===== src/tsn_pkg.sv =====
// shared types and register map for the egress metadata stage, imported by every design module
package tsn_pkg;

	// ************************************************************
	// metadata widths
	// ************************************************************
	// descriptor byte handed to the transmitter
	typedef logic [7:0]  md_t;
	// q0/q1/q3 entry, outport flag on top of the byte
	typedef logic [8:0]  qmd_t;
	typedef logic [10:0] pkt_len_t;
	// q2 entry: {len, outport, md}
	typedef logic [19:0] q2md_t;

	// fill count, holds 0..16
	typedef logic [4:0]  qcnt_t;
	typedef logic [1:0]  qid_t;
	// slot length in clock cycles
	typedef logic [15:0] slot_len_t;
	// dropped entries in one cycle, up to four at once
	typedef logic [2:0]  drop_inc_t;

	// ************************************************************
	// apb register map
	// ************************************************************
	typedef logic [7:0]  apb_addr_t;
	typedef logic [31:0] apb_data_t;

	localparam apb_addr_t ADDR_CTRL   = 8'h00;
	localparam apb_addr_t ADDR_SLOT   = 8'h04;
	localparam apb_addr_t ADDR_STATUS = 8'h08;
	localparam apb_addr_t ADDR_DROP   = 8'h0C;

	// scheduler states
	typedef enum logic [1:0] {
		IDLE,
		POP,
		SEND
	} sched_state_t;

endpackage


===== src/apb_cfg_regs.sv =====
// APB configuration slave, control, slot length, queue status and drop counter
`timescale 1ns/100ps

module apb_cfg_regs import tsn_pkg::*; #(
	parameter int RST_SLOT_LEN = 64
) (
	input  logic       clk,
	input  logic       rst_n,
	input  apb_addr_t  paddr,
	input  logic       psel,
	input  logic       penable,
	input  logic       pwrite,
	input  apb_data_t  pwdata,
	output apb_data_t  prdata,
	output logic       pready,
	output logic       pslverr,
	input  qcnt_t      cnt0,
	input  qcnt_t      cnt1,
	input  qcnt_t      cnt2,
	input  qcnt_t      cnt3,
	input  drop_inc_t  drop,
	output logic       enable,
	output logic [3:0] gate_mask,
	output slot_len_t  slot_len
);

	logic        access;
	logic        wr_en;
	logic        addr_ok;
	logic [15:0] drop_cnt;
	logic [16:0] drop_sum;

	// access phase, pready tied high so one cycle each
	assign access  = psel && penable;
	assign pready  = 1'b1;
	assign addr_ok = (paddr == ADDR_CTRL) || (paddr == ADDR_SLOT)
		|| (paddr == ADDR_STATUS) || (paddr == ADDR_DROP);
	assign pslverr = access && !addr_ok;
	assign wr_en   = access && pwrite;

	// saturate at all ones
	assign drop_sum = {1'b0, drop_cnt} + 17'(drop);

	// ************************************************************
	// register writes
	// ************************************************************
	always_ff @(posedge clk or negedge rst_n) begin
		if (!rst_n) begin
			enable    <= 1'b0;
			gate_mask <= 4'hF;
			slot_len  <= slot_len_t'(RST_SLOT_LEN);
			drop_cnt  <= '0;
		end else begin
			if (wr_en && paddr == ADDR_CTRL) begin
				enable    <= pwdata[0];
				gate_mask <= pwdata[4:1];
			end
			if (wr_en && paddr == ADDR_SLOT) begin
				slot_len <= pwdata[15:0];
			end
			// clear keeps drops from the same cycle
			if (wr_en && paddr == ADDR_DROP) begin
				drop_cnt <= 16'(drop);
			end else if (drop_sum[16]) begin
				drop_cnt <= 16'hFFFF;
			end else begin
				drop_cnt <= drop_sum[15:0];
			end
		end
	end

	// ************************************************************
	// read mux
	// ************************************************************
	always_comb begin
		case (paddr)
			ADDR_CTRL:   prdata = {27'd0, gate_mask, enable};
			ADDR_SLOT:   prdata = {16'd0, slot_len};
			// q0 in the low bits
			ADDR_STATUS: prdata = {12'd0, cnt3, cnt2, cnt1, cnt0};
			ADDR_DROP:   prdata = {16'd0, drop_cnt};
			default:     prdata = '0;
		endcase
	end

endmodule


===== src/md_buffer.sv =====
// four egress metadata queues with head selection for the scheduler and drop merging
`timescale 1ns/100ps

module md_buffer import tsn_pkg::*; #(
	parameter int FIFO_DEPTH = 16
) (
	input  logic       clk,
	input  logic       rst_n,
	input  qmd_t       md0,
	input  qmd_t       md1,
	input  q2md_t      md2,
	input  qmd_t       md3,
	input  logic       md0_wr,
	input  logic       md1_wr,
	input  logic       md2_wr,
	input  logic       md3_wr,
	input  logic       pop,
	input  qid_t       pop_qid,
	output logic [3:0] empty,
	output qcnt_t      cnt0,
	output qcnt_t      cnt1,
	output qcnt_t      cnt2,
	output qcnt_t      cnt3,
	output md_t        head_md,
	output logic       head_outport,
	output pkt_len_t   head_len,
	output drop_inc_t  drop
);

	logic [3:0] rd;
	logic [3:0] q_drop;
	qmd_t       q0_dout;
	qmd_t       q1_dout;
	q2md_t      q2_dout;
	qmd_t       q3_dout;

	// one-hot read strobe from the pop queue number
	assign rd = pop ? (4'b0001 << pop_qid) : 4'b0000;

	// ************************************************************
	// queues
	// ************************************************************
	// even-slot scheduled traffic
	md_fifo #(.WIDTH($bits(qmd_t)), .DEPTH(FIFO_DEPTH)) q0_fifo (
		.clk(clk), .rst_n(rst_n), .din(md0), .wr(md0_wr), .rd(rd[0]),
		.dout(q0_dout), .count(cnt0), .empty(empty[0]), .full(), .drop(q_drop[0])
	);

	// odd-slot scheduled traffic
	md_fifo #(.WIDTH($bits(qmd_t)), .DEPTH(FIFO_DEPTH)) q1_fifo (
		.clk(clk), .rst_n(rst_n), .din(md1), .wr(md1_wr), .rd(rd[1]),
		.dout(q1_dout), .count(cnt1), .empty(empty[1]), .full(), .drop(q_drop[1])
	);

	// reserved bandwidth / timing, wider entry with length
	md_fifo #(.WIDTH($bits(q2md_t)), .DEPTH(FIFO_DEPTH)) q2_fifo (
		.clk(clk), .rst_n(rst_n), .din(md2), .wr(md2_wr), .rd(rd[2]),
		.dout(q2_dout), .count(cnt2), .empty(empty[2]), .full(), .drop(q_drop[2])
	);

	// best effort
	md_fifo #(.WIDTH($bits(qmd_t)), .DEPTH(FIFO_DEPTH)) q3_fifo (
		.clk(clk), .rst_n(rst_n), .din(md3), .wr(md3_wr), .rd(rd[3]),
		.dout(q3_dout), .count(cnt3), .empty(empty[3]), .full(), .drop(q_drop[3])
	);

	// ************************************************************
	// head mux and drop merge
	// ************************************************************
	always_comb begin
		head_md      = q3_dout[7:0];
		head_outport = q3_dout[8];
		// length only exists for q2
		head_len     = '0;
		case (pop_qid)
			2'd0: begin
				head_md      = q0_dout[7:0];
				head_outport = q0_dout[8];
			end
			2'd1: begin
				head_md      = q1_dout[7:0];
				head_outport = q1_dout[8];
			end
			2'd2: begin
				head_md      = q2_dout[7:0];
				head_outport = q2_dout[8];
				head_len     = q2_dout[19:9];
			end
			default: ;
		endcase
	end

	// drops from several queues in one cycle add up
	assign drop = drop_inc_t'(q_drop[0]) + drop_inc_t'(q_drop[1])
		+ drop_inc_t'(q_drop[2]) + drop_inc_t'(q_drop[3]);

endmodule


===== src/md_fifo.sv =====
// behavioural first-word-fall-through FIFO for one metadata queue, head visible on dout
`timescale 1ns/100ps

module md_fifo import tsn_pkg::*; #(
	parameter int WIDTH = 9,
	parameter int DEPTH = 16
) (
	input  logic             clk,
	input  logic             rst_n,
	input  logic [WIDTH-1:0] din,
	input  logic             wr,
	input  logic             rd,
	output logic [WIDTH-1:0] dout,
	output qcnt_t            count,
	output logic             empty,
	output logic             full,
	output logic             drop
);

	localparam int AW = (DEPTH > 1) ? $clog2(DEPTH) : 1;

	logic [WIDTH-1:0] mem [DEPTH];
	logic [AW-1:0]    rd_ptr;
	logic [AW-1:0]    wr_ptr;
	logic             do_wr;
	logic             do_rd;

	// pointer advance, wraps at DEPTH-1 so any depth works
	function automatic logic [AW-1:0] ptr_inc(input logic [AW-1:0] p);
		ptr_inc = (p == AW'(DEPTH - 1)) ? '0 : p + 1'b1;
	endfunction

	assign empty = (count == '0);
	assign full  = (count == qcnt_t'(DEPTH));

	// read only from a non-empty queue
	assign do_rd = rd && !empty;
	// a read frees a slot in the same edge, so full+rd still accepts
	assign do_wr = wr && (!full || do_rd);
	// entry lost
	assign drop  = wr && full && !do_rd;

	// fall-through head
	assign dout = mem[rd_ptr];

	always_ff @(posedge clk) begin
		if (do_wr) begin
			mem[wr_ptr] <= din;
		end
	end

	always_ff @(posedge clk or negedge rst_n) begin
		if (!rst_n) begin
			rd_ptr <= '0;
			wr_ptr <= '0;
			count  <= '0;
		end else begin
			if (do_wr) begin
				wr_ptr <= ptr_inc(wr_ptr);
			end
			if (do_rd) begin
				rd_ptr <= ptr_inc(rd_ptr);
			end
			count <= count + qcnt_t'(do_wr) - qcnt_t'(do_rd);
		end
	end

endmodule


===== src/slot_timer.sv =====
// slot counter for the gate schedule, gives the even/odd slot and a slot-start pulse
`timescale 1ns/100ps

module slot_timer import tsn_pkg::*; #(
	parameter int RST_SLOT_LEN = 64
) (
	input  logic      clk,
	input  logic      rst_n,
	input  slot_len_t slot_len,
	output logic      slot_odd,
	output logic      slot_start
);

	slot_len_t cyc_cnt;
	// length of the running slot, new value taken at each boundary
	slot_len_t cur_len;
	slot_len_t next_len;
	logic      wrap;

	// zero length runs as one-cycle slots
	assign next_len = (slot_len == '0) ? slot_len_t'(1) : slot_len;

	// last cycle of the running slot
	assign wrap = (cyc_cnt >= cur_len - 1'b1);

	always_ff @(posedge clk or negedge rst_n) begin
		if (!rst_n) begin
			cyc_cnt    <= '0;
			cur_len    <= slot_len_t'(RST_SLOT_LEN);
			slot_odd   <= 1'b0;
			slot_start <= 1'b0;
		end else begin
			slot_start <= wrap;
			if (wrap) begin
				cyc_cnt  <= '0;
				cur_len  <= next_len;
				// parity flips on the same edge as the pulse
				slot_odd <= ~slot_odd;
			end else begin
				cyc_cnt <= cyc_cnt + 1'b1;
			end
		end
	end

endmodule


===== src/tsn_egress.sv =====
// top level of the egress metadata stage, queues, slot timer, scheduler and APB registers
`timescale 1ns/100ps

module tsn_egress import tsn_pkg::*; #(
	parameter int FIFO_DEPTH   = 16,
	parameter int RST_SLOT_LEN = 64
) (
	input  logic      clk,
	input  logic      rst_n,
	// metadata in
	input  qmd_t      md0,
	input  logic      md0_wr,
	input  qmd_t      md1,
	input  logic      md1_wr,
	input  q2md_t     md2,
	input  logic      md2_wr,
	input  qmd_t      md3,
	input  logic      md3_wr,
	// transmit side
	output md_t       tx_md,
	output logic      tx_outport,
	output pkt_len_t  tx_len,
	output qid_t      tx_qid,
	output logic      tx_valid,
	input  logic      tx_ready,
	// apb
	input  apb_addr_t paddr,
	input  logic      psel,
	input  logic      penable,
	input  logic      pwrite,
	input  apb_data_t pwdata,
	output apb_data_t prdata,
	output logic      pready,
	output logic      pslverr,
	// slot status
	output logic      slot_odd,
	output logic      slot_start
);

	logic       enable;
	logic [3:0] gate_mask;
	slot_len_t  slot_len;
	logic [3:0] empty;
	qcnt_t      cnt0;
	qcnt_t      cnt1;
	qcnt_t      cnt2;
	qcnt_t      cnt3;
	md_t        head_md;
	logic       head_outport;
	pkt_len_t   head_len;
	drop_inc_t  drop;
	logic       pop;
	qid_t       pop_qid;

	md_buffer #(.FIFO_DEPTH(FIFO_DEPTH)) md_buffer_i (
		.clk(clk), .rst_n(rst_n),
		.md0(md0), .md1(md1), .md2(md2), .md3(md3),
		.md0_wr(md0_wr), .md1_wr(md1_wr), .md2_wr(md2_wr), .md3_wr(md3_wr),
		.pop(pop), .pop_qid(pop_qid), .empty(empty),
		.cnt0(cnt0), .cnt1(cnt1), .cnt2(cnt2), .cnt3(cnt3),
		.head_md(head_md), .head_outport(head_outport), .head_len(head_len), .drop(drop)
	);

	slot_timer #(.RST_SLOT_LEN(RST_SLOT_LEN)) slot_timer_i (
		.clk(clk), .rst_n(rst_n), .slot_len(slot_len),
		.slot_odd(slot_odd), .slot_start(slot_start)
	);

	tx_sched_fsm tx_sched_fsm_i (
		.clk(clk), .rst_n(rst_n), .enable(enable), .gate_mask(gate_mask),
		.slot_odd(slot_odd), .empty(empty),
		.head_md(head_md), .head_outport(head_outport), .head_len(head_len),
		.tx_ready(tx_ready), .pop(pop), .pop_qid(pop_qid),
		.tx_md(tx_md), .tx_outport(tx_outport), .tx_len(tx_len),
		.tx_qid(tx_qid), .tx_valid(tx_valid)
	);

	apb_cfg_regs #(.RST_SLOT_LEN(RST_SLOT_LEN)) apb_cfg_regs_i (
		.clk(clk), .rst_n(rst_n),
		.paddr(paddr), .psel(psel), .penable(penable), .pwrite(pwrite),
		.pwdata(pwdata), .prdata(prdata), .pready(pready), .pslverr(pslverr),
		.cnt0(cnt0), .cnt1(cnt1), .cnt2(cnt2), .cnt3(cnt3), .drop(drop),
		.enable(enable), .gate_mask(gate_mask), .slot_len(slot_len)
	);

endmodule


===== src/tx_sched_fsm.sv =====
// transmit scheduler, gates and prioritises the four queues and hands one entry to the transmitter
`timescale 1ns/100ps

module tx_sched_fsm import tsn_pkg::*; (
	input  logic       clk,
	input  logic       rst_n,
	input  logic       enable,
	input  logic [3:0] gate_mask,
	input  logic       slot_odd,
	input  logic [3:0] empty,
	input  md_t        head_md,
	input  logic       head_outport,
	input  pkt_len_t   head_len,
	input  logic       tx_ready,
	output logic       pop,
	output qid_t       pop_qid,
	output md_t        tx_md,
	output logic       tx_outport,
	output pkt_len_t   tx_len,
	output qid_t       tx_qid,
	output logic       tx_valid
);

	sched_state_t state;
	sched_state_t state_nxt;
	logic [3:0]   gate_open;
	logic [3:0]   eligible;
	logic         pick_ok;
	qid_t         pick_nxt;
	qid_t         pick_qid;

	// ************************************************************
	// gate evaluation and priority
	// ************************************************************
	// q0 even slots, q1 odd slots, q2/q3 by mask only
	assign gate_open[0] = gate_mask[0] & ~slot_odd;
	assign gate_open[1] = gate_mask[1] & slot_odd;
	assign gate_open[2] = gate_mask[2];
	assign gate_open[3] = gate_mask[3];

	assign eligible = gate_open & ~empty;
	assign pick_ok  = enable && (|eligible);

	// q0 and q1 never open together, so their order is free
	always_comb begin
		if (eligible[0]) begin
			pick_nxt = 2'd0;
		end else if (eligible[1]) begin
			pick_nxt = 2'd1;
		end else if (eligible[2]) begin
			pick_nxt = 2'd2;
		end else begin
			pick_nxt = 2'd3;
		end
	end

	// ************************************************************
	// state machine
	// ************************************************************
	always_comb begin
		state_nxt = state;
		pop       = 1'b0;
		case (state)
			IDLE: begin
				if (pick_ok) begin
					state_nxt = POP;
				end
			end
			POP: begin
				// slot may have flipped since the pick, then give up this round
				if (gate_open[pick_qid]) begin
					pop       = 1'b1;
					state_nxt = SEND;
				end else begin
					state_nxt = IDLE;
				end
			end
			SEND: begin
				if (tx_ready) begin
					state_nxt = IDLE;
				end
			end
			default: state_nxt = IDLE;
		endcase
	end

	always_ff @(posedge clk or negedge rst_n) begin
		if (!rst_n) begin
			state    <= IDLE;
			pick_qid <= '0;
		end else begin
			state <= state_nxt;
			if (state == IDLE && pick_ok) begin
				pick_qid <= pick_nxt;
			end
		end
	end

	// head fields captured on the pop edge, held through SEND
	always_ff @(posedge clk) begin
		if (pop) begin
			tx_md      <= head_md;
			tx_outport <= head_outport;
			tx_len     <= head_len;
		end
	end

	// pick only changes in IDLE, so it is stable while valid
	assign pop_qid  = pick_qid;
	assign tx_qid   = pick_qid;
	assign tx_valid = (state == SEND);

endmodule

===== config.mk =====
export PLATFORM = sky130hd
export DESIGN_NAME = tsn_egress
export DESIGN_NICKNAME = d
export VERILOG_FILES = /design/src/tsn_pkg.sv /design/src/apb_cfg_regs.sv /design/src/md_buffer.sv /design/src/md_fifo.sv /design/src/slot_timer.sv /design/src/tsn_egress.sv /design/src/tx_sched_fsm.sv
export SDC_FILE = /design/constraint.sdc
export NUM_CORES = 1
export LEC_CHECK = 0
export BUFFER_PORTS_ARGS = -buffer_cell sky130_fd_sc_hd__buf_4
export CAP_MARGIN = 20
export CORE_UTILIZATION = 30
export CTS_CLUSTER_DIAMETER = 30
export CTS_CLUSTER_SIZE = 14
export DETAILED_ROUTE_END_ITERATION = 12
export GPL_TIMING_DRIVEN = 0
export MAX_ROUTING_LAYER = met4
export PLACE_DENSITY = 0.42
export REMOVE_ABC_BUFFERS = 1
export SYNTH_ARGS = -nofsm -noshare
export SYNTH_HDL_FRONTEND = slang
export SYNTH_SLANG_ARGS = --single-unit

===== constraint.sdc =====
create_clock -name clk -period 7.5 [get_ports clk]
set_input_delay 0.75 -clock clk [delete_from_list [all_inputs] [get_ports clk]]
set_output_delay 0.75 -clock clk [all_outputs]
set_load 0.1 [all_outputs]

[Word-level counts from Yosys, hierarchy flattened]
Memory sizes are Yosys's and may differ from the RTL's.
Index checks and enable logic that the tools add are counted.
Word-level totals
  register bits after elaboration: 147
  RAM bits: 752
  input port bits: 97
  word-level logic and storage cells: 169
  memories: 4
Cells by class
  add/sub/neg operators: 22
  magnitude comparators: 2
  equality and inequality tests: 21
  shift operators: 1
  mux-type cells: 35
  bitwise operators: 5
  reduce and logical (&&, ||, !) cells: 54
Memories
  md_buffer_i.q2_fifo.mem: words 16, width 20, rd ports 1, clocked after memory_dff 0, wr ports 1, RTL line md_fifo.sv:22  | logic [WIDTH-1:0] mem [DEPTH];
  md_buffer_i.q0_fifo.mem: words 16, width 9, rd ports 1, clocked after memory_dff 0, wr ports 1, RTL line md_fifo.sv:22
  md_buffer_i.q1_fifo.mem: words 16, width 9, rd ports 1, clocked after memory_dff 0, wr ports 1, RTL line md_fifo.sv:22
  md_buffer_i.q3_fifo.mem: words 16, width 9, rd ports 1, clocked after memory_dff 0, wr ports 1, RTL line md_fifo.sv:22
Operators with widths (count)
  20-bit one-hot mux with 4 select lines: 1
  16-bit two-way mux: 4
  4-bit two-way mux: 9
  4-bit by 1-bit adder with 4-bit output, second input constant: 8
  4-bit == test, second input constant: 8
  1-bit logical AND: 24
  8-bit one-hot mux with 3 select lines: 1
  5-bit by 1-bit adder with 5-bit output: 4
  5-bit == test, second input constant: 4
  5-bit logical NOT: 4
  5-bit by 1-bit subtractor with 5-bit output: 4
  16-bit by 3-bit adder with 17-bit output: 1
  16-bit by 1-bit adder with 16-bit output, second input constant: 1
  8-bit by 4-bit == test with 1-bit output, second input constant: 2
  16-bit >= comparator: 1
  16-bit logical NOT: 1
  16-bit by 1-bit subtractor with 16-bit output, second input constant: 1
  1-bit logical NOT: 13
  1-bit two-way mux: 12
  2-bit two-way mux: 5
  8-bit by 3-bit == test with 1-bit output, second input constant: 1
  8-bit logical NOT: 1
  1-bit logical OR: 7
  3-bit by 1-bit adder with 3-bit output: 2
  16 further kinds: 21

[Logic depth before layout (Yosys ltp)]
Gate-level depths: netlist (run 1).
  depth after elaboration: 16
  mapped depth: 17

[Hierarchy]
From an unflattened synthesis (run 1), not the netlist that was laid out.
Unflattened totals
  cell total of the unflattened synthesis: 2137
  area total of the unflattened synthesis: 38072.8 sq um
By module, submodules not included
  md_fifo at md_buffer_i.q2_fifo: instances 1, cells an instance 630, area each 13135.1 sq um, seq. area each 9934.5 sq um
  md_fifo at md_buffer_i.q1_fifo ...: instances 2, cells an instance 337, area each 6393.6 sq um, seq. area each 4649.5 sq um
  md_fifo at md_buffer_i.q0_fifo: instances 1, cells an instance 337, area each 6394.9 sq um, seq. area each 4649.5 sq um
  apb_cfg_regs: instances 1, cells an instance 216, area each 2358.5 sq um, seq. area each 932.1 sq um
  slot_timer: instances 1, cells an instance 194, area each 2067.0 sq um, seq. area each 852.1 sq um
  tx_sched_fsm: instances 1, cells an instance 49, area each 878.3 sq um, seq. area each 700.7 sq um
  md_buffer: instances 1, cells an instance 37, area each 451.7 sq um, seq. area each 0.0 sq um

[Least setup slack after synthesis (run 1)]
Ideal clock, no wire load.
  path type: register to register
  start: reg tx_sched_fsm_i.pick_qid[1], in the netlist tx_sched_fsm_i.pop_qid[1]
  end: mem md_buffer_i.q2_fifo.mem[0][0] (netlist name) (enable)
  library setup time: 0.455 ns
  arrival time: 4.211 ns
  required time: 7.045 ns
  setup slack: 2.834 ns
  stages on the path, launching flop included: 7
  path buffers: 1
  period minus slack after synthesis: 4.666 ns
  path through: dfrtp_1 nor2b_1 clkbuf_1 nand3_1 a31oi_4 clkinv_1 nor4b_1
On the way
  longest elaborated chain between the ends: 10
  elaborated cells on any way between the ends: 11
Ends and longest elaborated chain
  start, declared: RTL line tx_sched_fsm.sv:30  | qid_t pick_qid;
  start signal, assigned: RTL line tx_sched_fsm.sv:94  | pick_qid <= pick_nxt;
  1-bit binary-select mux with 2-bit select: RTL line tx_sched_fsm.sv:71  | if (gate_open[pick_qid]) begin
  1-bit two-way mux (implied by the code): RTL line tx_sched_fsm.sv:71
  1-bit two-way mux: RTL line tx_sched_fsm.sv:71
  1-bit two-way mux: RTL line tx_sched_fsm.sv:63  | case (state)
  4-bit two-way mux *: RTL line md_buffer.sv:38  | assign rd = pop ? (4'b0001 << pop_qid) : 4'b0000;
  1-bit logical AND *: RTL line md_fifo.sv:37  | assign do_rd = rd && !empty;
  1-bit logical OR *: RTL line md_fifo.sv:39  | assign do_wr = wr && (!full || do_rd);
  1-bit logical AND *: RTL line md_fifo.sv:39
  1-bit two-way mux *: RTL line md_fifo.sv:47  | if (do_wr) begin
  1-bit two-way mux (implied by the code) *: RTL line md_fifo.sv:48  | mem[wr_ptr] <= din;
  end, declared: RTL line md_fifo.sv:22
Every way passes the cells marked *; elsewhere a longest branch is shown, timed or not. The select of a mux whose other input is x is not followed.

[Worst setup path after layout (run 1)]
  start: reg tx_sched_fsm_i.pick_qid[0], in the netlist tx_sched_fsm_i.pop_qid[0]
  end: reg apb_cfg_regs_i.drop_cnt[8]
On the way
  longest elaborated chain between the ends: 14
  elaborated cells on any way between the ends: 24
Ends and longest elaborated chain
  1-bit binary-select mux with 2-bit select: RTL line tx_sched_fsm.sv:71
  1-bit two-way mux (implied by the code): RTL line tx_sched_fsm.sv:71
  1-bit two-way mux: RTL line tx_sched_fsm.sv:71
  1-bit two-way mux: RTL line tx_sched_fsm.sv:63
  4-bit two-way mux *: RTL line md_buffer.sv:38
  1-bit logical AND: RTL line md_fifo.sv:37
  1-bit logical NOT: RTL line md_fifo.sv:41  | assign drop = wr && full && !do_rd;
  1-bit logical AND: RTL line md_fifo.sv:41
  1-bit by 1-bit adder with 2-bit output: RTL line md_buffer.sv:94  | assign drop = drop_inc_t'(q_drop[0]) + drop_inc_t'(q_drop[1])
  3-bit by 1-bit adder with 3-bit output: RTL line md_buffer.sv:95  | + drop_inc_t'(q_drop[2]) + drop_inc_t'(q_drop[3]);
  3-bit by 1-bit adder with 3-bit output *: RTL line md_buffer.sv:95
  16-bit by 3-bit adder with 17-bit output *: RTL line apb_cfg_regs.sv:42  | assign drop_sum = {1'b0, drop_cnt} + 17'(drop);
  16-bit two-way mux *: RTL line apb_cfg_regs.sv:64  | end else if (drop_sum[16]) begin
  16-bit two-way mux *: RTL line apb_cfg_regs.sv:62  | if (wr_en && paddr == ADDR_DROP) begin
  end signal, assigned: RTL line apb_cfg_regs.sv:63  | drop_cnt <= 16'(drop);
  end signal, assigned: RTL line apb_cfg_regs.sv:67  | drop_cnt <= drop_sum[15:0];
  end, declared: RTL line apb_cfg_regs.sv:30  | logic [15:0] drop_cnt;
Marks and branches as above.
A chain may end at the register's enable or synchronous reset.

==> results of run 1 <==
[sequential cells by signal (all words and copies together), names as in the netlist, 5 cells and up]
name,cells
md_buffer_i.q2_fifo.mem,320
md_buffer_i.q0_fifo.mem,144
md_buffer_i.q1_fifo.mem,144
md_buffer_i.q3_fifo.mem,144
apb_cfg_regs_i.drop_cnt,16
apb_cfg_regs_i.slot_len,16
slot_timer_i.cur_len,16
slot_timer_i.cyc_cnt,16
tx_sched_fsm_i.tx_len,11
tx_sched_fsm_i.tx_md,8
md_buffer_i.q0_fifo.count,5
md_buffer_i.q1_fifo.count,5
md_buffer_i.q2_fifo.count,5
md_buffer_i.q3_fifo.count,5
[cell type report]
class	instances	area, um2
antenna	3	7.507
clock buffer	260	5682
clock inverter	138	1814
fill	11070	74050
inverter	60	225.2
multi-input combinational	948	10130
sequential	899	26390
tap	1625	2033
timing repair buffer	181	1702
[metrics by stage]
step                worst slack [ps]  instances  TNS, ps  hold WS (ps)  power (W)
finish                          2485       4114        0         201.7    0.01709
global route                    2124       4113        0         158.7    0.01772
detailed placement              2467       3709        0         476.7   0.007724
CTS                             2452       4108        0         126.0    0.01731
global placement               -2175       3658  -162640         475.4   0.007596
floorplan                       2492       1907        0         446.7   0.007064
[per-layer routing]
| layer | global-route usage | part of all wire |
|---|---|---|
| met4 | 0.05264 | 0.021 |
| met5 | - | 0 |
| met1 | 0.2141 | 0.45 |
| met3 | 0.03302 | 0.043 |
| met2 | 0.2557 | 0.49 |
[cells in the mapped netlist, drive strengths merged, types with 43 or more instances]
| cell | count |
|---|---|
| nor2 | 64 |
| nand2 | 51 |
| ha | 67 |
| xnor2 | 43 |
| mux2 | 47 |
| dfrtp | 121 |
| edfxtp | 772 |
| inv | 56 |
| mux4 | 205 |
| clkbuf | 47 |
| o22ai | 63 |
| buf | 52 |
[worst paths after layout]
path,startpoint,to
max,tx_sched_fsm_i.pop_qid[0],apb_cfg_regs_i.drop_cnt[8]
min,pwdata[5],apb_cfg_regs_i.slot_len[5]
max reg2reg,tx_sched_fsm_i.pop_qid[0],apb_cfg_regs_i.drop_cnt[8]
min reg2reg,slot_timer_i.cyc_cnt[0],slot_timer_i.cyc_cnt[0]
max in group asynchronous,rst_n,md_buffer_i.q3_fifo.rd_ptr[1]
min in group asynchronous,rst_n,slot_timer_i.cyc_cnt[15]
[repair_timing]
item                                    4_1_cts  5_1_grt
endpoints found under the hold margin        34        0
resized for setup                             0        0
endpoints found under the setup margin        0        0
hold buffers                                  1        0
[critical path: cells and delay by family (launching register included)]
family | cells | cell delay (ps)
buffers and inverters | 1 | 80
AOI/OAI and AO/OA | 2 | 630
and+or+nand+nor | 5 | 1670
DFF | 1 | 1010
adders and majority gates | 4 | 1560
[power by group]
| part | switching, W | internal [W] |
|---|---|---|
| registers | 0.000271 | 0.00595 |
| logic | 0.000835 | 0.000555 |
| clock network | 0.00283 | 0.00666 |
| total | 0.00393 | 0.0132 |
[cells by family after synthesis]
kind of cell,after synthesis
compound gates,177
xor+xnor,63
fa+ha+maj,73
buf+inv,159
flops,899
mux,255
other cells,2
simple gates,367
==> flow_summary.yaml, run 1 <==
run:
  drv_cap: 0
yosys:
  muxShareOfSynthArea: 0.1398
  synth_seq_cells: 899
  netlist_instances: 1995
  synthArstFlopShare: 0.1413
  synth_xor_area_frac: 0.01490
  seq_area_frac_synth: 0.7122
  synth_compound_area_frac: 0.03042
  ys_top_cells_by_area: "edfxtp_1 (63%), mux4_2 (12%), dfrtp_1 (8.2%)"
  synth_area_per_cell_um2: 18.56
  synth_cell_types: 59
  ys_warn_count: 0
  synth_adder_area_share: 0.02589
  yosysTopAreaCellShare: 0.6262
  synth-main-ff-cell: "edfxtp_1"
  yosys.area_share.simple: 0.05803
  synth_top_family_by_area: "multiplexers"
  synth-edff-count: 772
  synth_area_um2: 37020
  yosysTopAreaCell: "edfxtp_1"
critical_path:
  crit_path_top_delay_cell: "dfrtp_1"
  ff2ff_path_depth: 12
  cp_max_fo: 17
  cp.arrival_ps: 5680
  r2r_slack_ps: 2480
  worstSetupPathType: "reg -> reg"
  required_ps: 8170
  worstPathCellList: "nor2_1, and3_1, nor3_1, ha_1, fa_1, ha_1, inv_1, fa_1, nor2b_1, o21a_1, nand4_1, a21oi_1"
  critical-path-max-stage-delay_ps: 1010
  end_kind: "flop"
  worstSetupStartpointType: "flop"
sta:
  max_freq_mhz: 199.4
  drv_slew: 0
  hold_viol_final: 0
  clock_skew_ps: 40.30
  period_minus_slack_ps: 5015
  finalCritPeriodShare: 0.6687
  rsz0062_at_grt: "no"
  worst_slew_pin_slew_ps: 1029
  slew_headroom: 0.3117
  setup_viol: 0
pwr:
  p_leak_nw: 16.80
  vdd_drop_max_uv: 341.9
  p_per_area_nw_per_um2: 356.2
placement:
  place_area_um2: 40430
  place_congestion: 0.7996
  place_hpwl_um: 65420
  io_buffers: 126
worst_hold_path:
  hold_depth: 2
  hold_class: "in -> reg"
die:
  coreArea_um2: 122000
  die_area_um2: 124800
  rows: 128
  die_h_um: 353.3
  io_pins: 156
  die_x_um: 353.3
  initial_core_util: 0.3034
global_routing:
  antenna_found_initial: 5
  grt_max_degree: 67
  grt_pass1_vias: 21090
  grt_pass1_wl_um: 144600
  globalRouteTotalUtil: 0.1639
  grt.overflow.total: 0
finish:
  syn_to_final_growth_pct: 29.62
  layout_commonest_cell: "edfxtp_1"
  fin_nets: 2471
  drive_above_1_share: 0.3302
  fin_util: 0.3932
  layout_common_cells: "edfxtp_1 (772), clkbuf_16 (217), mux4_2 (205), buf_4 (150), dfrtp_1 (113)"
  design_area_um2: 47990
detailed_routing:
  wl_per_cell_um: 23.94
  wirelength_um: 98490
  drt_iter0_markers: 1342
  via_per_inst: 4.822
  vias: 19840
  drt_first_pass_iters: 5
  antenna_left: 0
  drc: 0
cts:
  htree_levels: 4
  clk_latency_ps: 790
  cts.sinks: 899
  numCtsBuffers: 211
  cts_tree: "done"
  clockBufferDepth: 3
  clk_pin_slew_worst_paths_ps: 40
  post_cts_buffers: 0
  cts_root_buffer: "clkbuf_16"
status:
  status: "complete, no violations"
No activity file was read; power rests on OpenSTA's default activity.
==> run 2: changes to the inputs <==
--- a/config.mk
+++ b/config.mk
@@ -13,7 +13,7 @@
 export DETAILED_ROUTE_END_ITERATION = 12
 export GPL_TIMING_DRIVEN = 0
 export MAX_ROUTING_LAYER = met4
-export PLACE_DENSITY = 0.42
+export PLACE_DENSITY = 0.43
 export REMOVE_ABC_BUFFERS = 1
 export SYNTH_ARGS = -nofsm -noshare
 export SYNTH_HDL_FRONTEND = slang
==> constraint.sdc (replaced) <==
create_clock -name clk -period 4.3 [get_ports clk]
set_input_delay 0.43 -clock clk [delete_from_list [all_inputs] [get_ports clk]]
set_output_delay 0.43 -clock clk [all_outputs]
set_load 0.1 [all_outputs]
==> flow_summary.yaml, run 2 (synthesis gave the netlist of run 1 again) <==
global_routing:
  antenna_found_initial: 7
  grt_pass1_wl_um: 144300
  globalRouteTotalUtil: 0.1636
  grt_pass1_vias: 21440
  grt.overflow.total: 0
  grt_max_degree: 67
finish:
  nFillCells: 11120
  largest_register: "md_buffer_i.q2_fifo.mem"
  fin_util: 0.3946
  final_cells: 4167
  regArea_um2: 26400
  syn_to_final_growth_pct: 30.08
  layout_commonest_cell: "edfxtp_1"
  fin_nets: 2529
  drive_above_1_share: 0.3307
  largest_reg_flops: 320
  multi_input_area_um2: 10150
  layout_common_cells: "edfxtp_1 (772), clkbuf_16 (209), mux4_2 (205), buf_4 (156), dfrtp_1 (110)"
pwr:
  power.net_switching_w: 0.007014
  p_seq_frac: 0.376
  netSwitchingFraction: 0.2432
  power.share.clock: 0.539
  combPwrFrac: 0.085
  vdd_drop_max_uv: 429.1
  p_per_area_nw_per_um2: 599.0
  p_int_w: 0.02183
  p_leak_nw: 16.82
placement:
  place_congestion: 0.7815
  io_buffers: 126
  dp.cells: 3709
  place_ws_ps: -637.1
  place_hpwl_um: 64110
cts:
  clockBufferDepth: 3
  cts_root_buffer: "clkbuf_16"
  clk_pin_slew_worst_paths_ps: 50
  cts.sinks: 899
  htree_levels: 4
  cts_tree: "done"
  clk_latency_ps: 790
  numCtsBuffers: 206
die:
  rows: 128
  coreArea_um2: 122000
  io_pins: 156
  die_h_um: 353.3
  die_x_um: 353.3
  initial_core_util: 0.3034
  die_area_um2: 124800
sta:
  hold_viol_final: 0
  clock_skew_ps: 33.37
  setup_viol: 0
  drv_slew: 0
  period_minus_slack_ps: 4056
  rsz0062_at_grt: "no"
  setup_ws_ps: 243.8
  worst_slew_pin_slew_ps: 1071
  setup_tns_ps: 0
  max_freq_mhz: 246.5
  slew_headroom: 0.2833
  finalCritPeriodShare: 0.9433
critical_path:
  cp.arrival_ps: 4740
  worstSetupStartpointType: "flop"
  end_kind: "flop"
  required_ps: 4990
  cp_max_fo: 9
  worstSetupPathType: "reg -> reg"
detailed_routing:
  drt_first_pass_iters: 5
  drt_iter0_markers: 1386
  drc: 0
  via_per_inst: 4.805
  vias: 20020
  wl_per_cell_um: 23.52
  wirelength_um: 97990
  antenna_left: 0
status:
  status: "complete, no violations"
worst_hold_path:
  hold_class: "in -> reg"
run:
  drv_cap: 0
## run 2: cell types whose count changed in the layout (fill, tap and decap cells not counted), moves of 3 or more
| cell | delta |
|---|---|
| clkinv_16 | +3 |
| bufinv_16 | -15 |
| clkbuf_16 | -8 |
| buf_4 | +6 |
| inv_6 | +7 |
| clkinv_1 | -4 |
| clkinvlp_4 | +13 |
| buf_16 | -5 |
| clkbuf_1 | -16 |
| buf_6 | -5 |
| clkinv_2 | +7 |
| dfrtp_1 | -3 |
| dlygate4sd3_1 | +64 |
## run 2: metrics by stage
step / power, W / instance area [um2] / hold slack [ps]
final: 0.02884 / 48150 / 115.4
after global routing: 0.02996 / 48150 / 89.13
after floorplan: 0.01232 / 36600 / 134.4
after CTS: 0.02922 / 48140 / 49.67
after detailed placement: 0.01346 / 40360 / 479.9
after global placement: 0.01326 / 39580 / 474.2
## run 2: layout make-up
class                   instances  area share
inverters                      60    0.004755
multi-input cells             948      0.2108
diodes                          2   0.0001039
clock inverters               153     0.03487
flip-flops and latches        899      0.5482
clock buffers                 236      0.1126
well taps                    1625     0.04222
repair buffers                244     0.04646
## run 2: timing repair
item                       in CTS  in global routing
hold endpoints to repair      831                  0
setup endpoints to repair     211                 31
setup buffers                   2                  0
gates resized for setup         6                  4
hold buffers                   65                  0
pin swaps                       2                  0
## run 2: critical path, stage by stage, from the launching register on
cell	delay, ps
dfrtp_1	410
inv_1	100
ha_1	170
nor3b_1	300
nand2_1	90
nor3_1	310
ha_1	320
fa_1	590
ha_1	220
inv_1	80
fa_1	420
nor2b_1	210
o21a_2	250
and4_1	290
nor3_1	70
a21oi_1	140
## run 2: path summary, 6_finish.rpt
path                                                 end  cells past startpoint  slack, ps                         start
setup / recovery              apb_cfg_regs_i.drop_cnt[2]                     15        240  md_buffer_i.q0_fifo.count[2]
max in group asynchronous      tx_sched_fsm_i.pop_qid[0]                      3       3240                         rst_n
hold / removal             md_buffer_i.q3_fifo.wr_ptr[2]                      5        120                        md3_wr
setup reg to reg              apb_cfg_regs_i.drop_cnt[2]                     15        240  md_buffer_i.q0_fifo.count[2]
min in group asynchronous       slot_timer_i.cyc_cnt[13]                      2        210                         rst_n
hold reg to reg                  slot_timer_i.cyc_cnt[0]                      1        490       slot_timer_i.cyc_cnt[0]
## run 2: power groups by stage
stage          clock [W]  combinational, W  sequential, W
3_5_place_dp           0           0.00245         0.0110
6_report          0.0155           0.00245         0.0109
3_3_place_gp           0           0.00229         0.0110
4_1_cts           0.0158           0.00252         0.0109
5_1_grt           0.0163           0.00273         0.0109
2_1_floorplan          0           0.00150         0.0108
## run 2: metal layers
layer	track usage	routed length [um]	part of all wire
met5	-	0	0
met4	0.05325	2286	0.023
met3	0.03654	4407	0.045
met2	0.2547	47490	0.48
met1	0.2117	43810	0.45
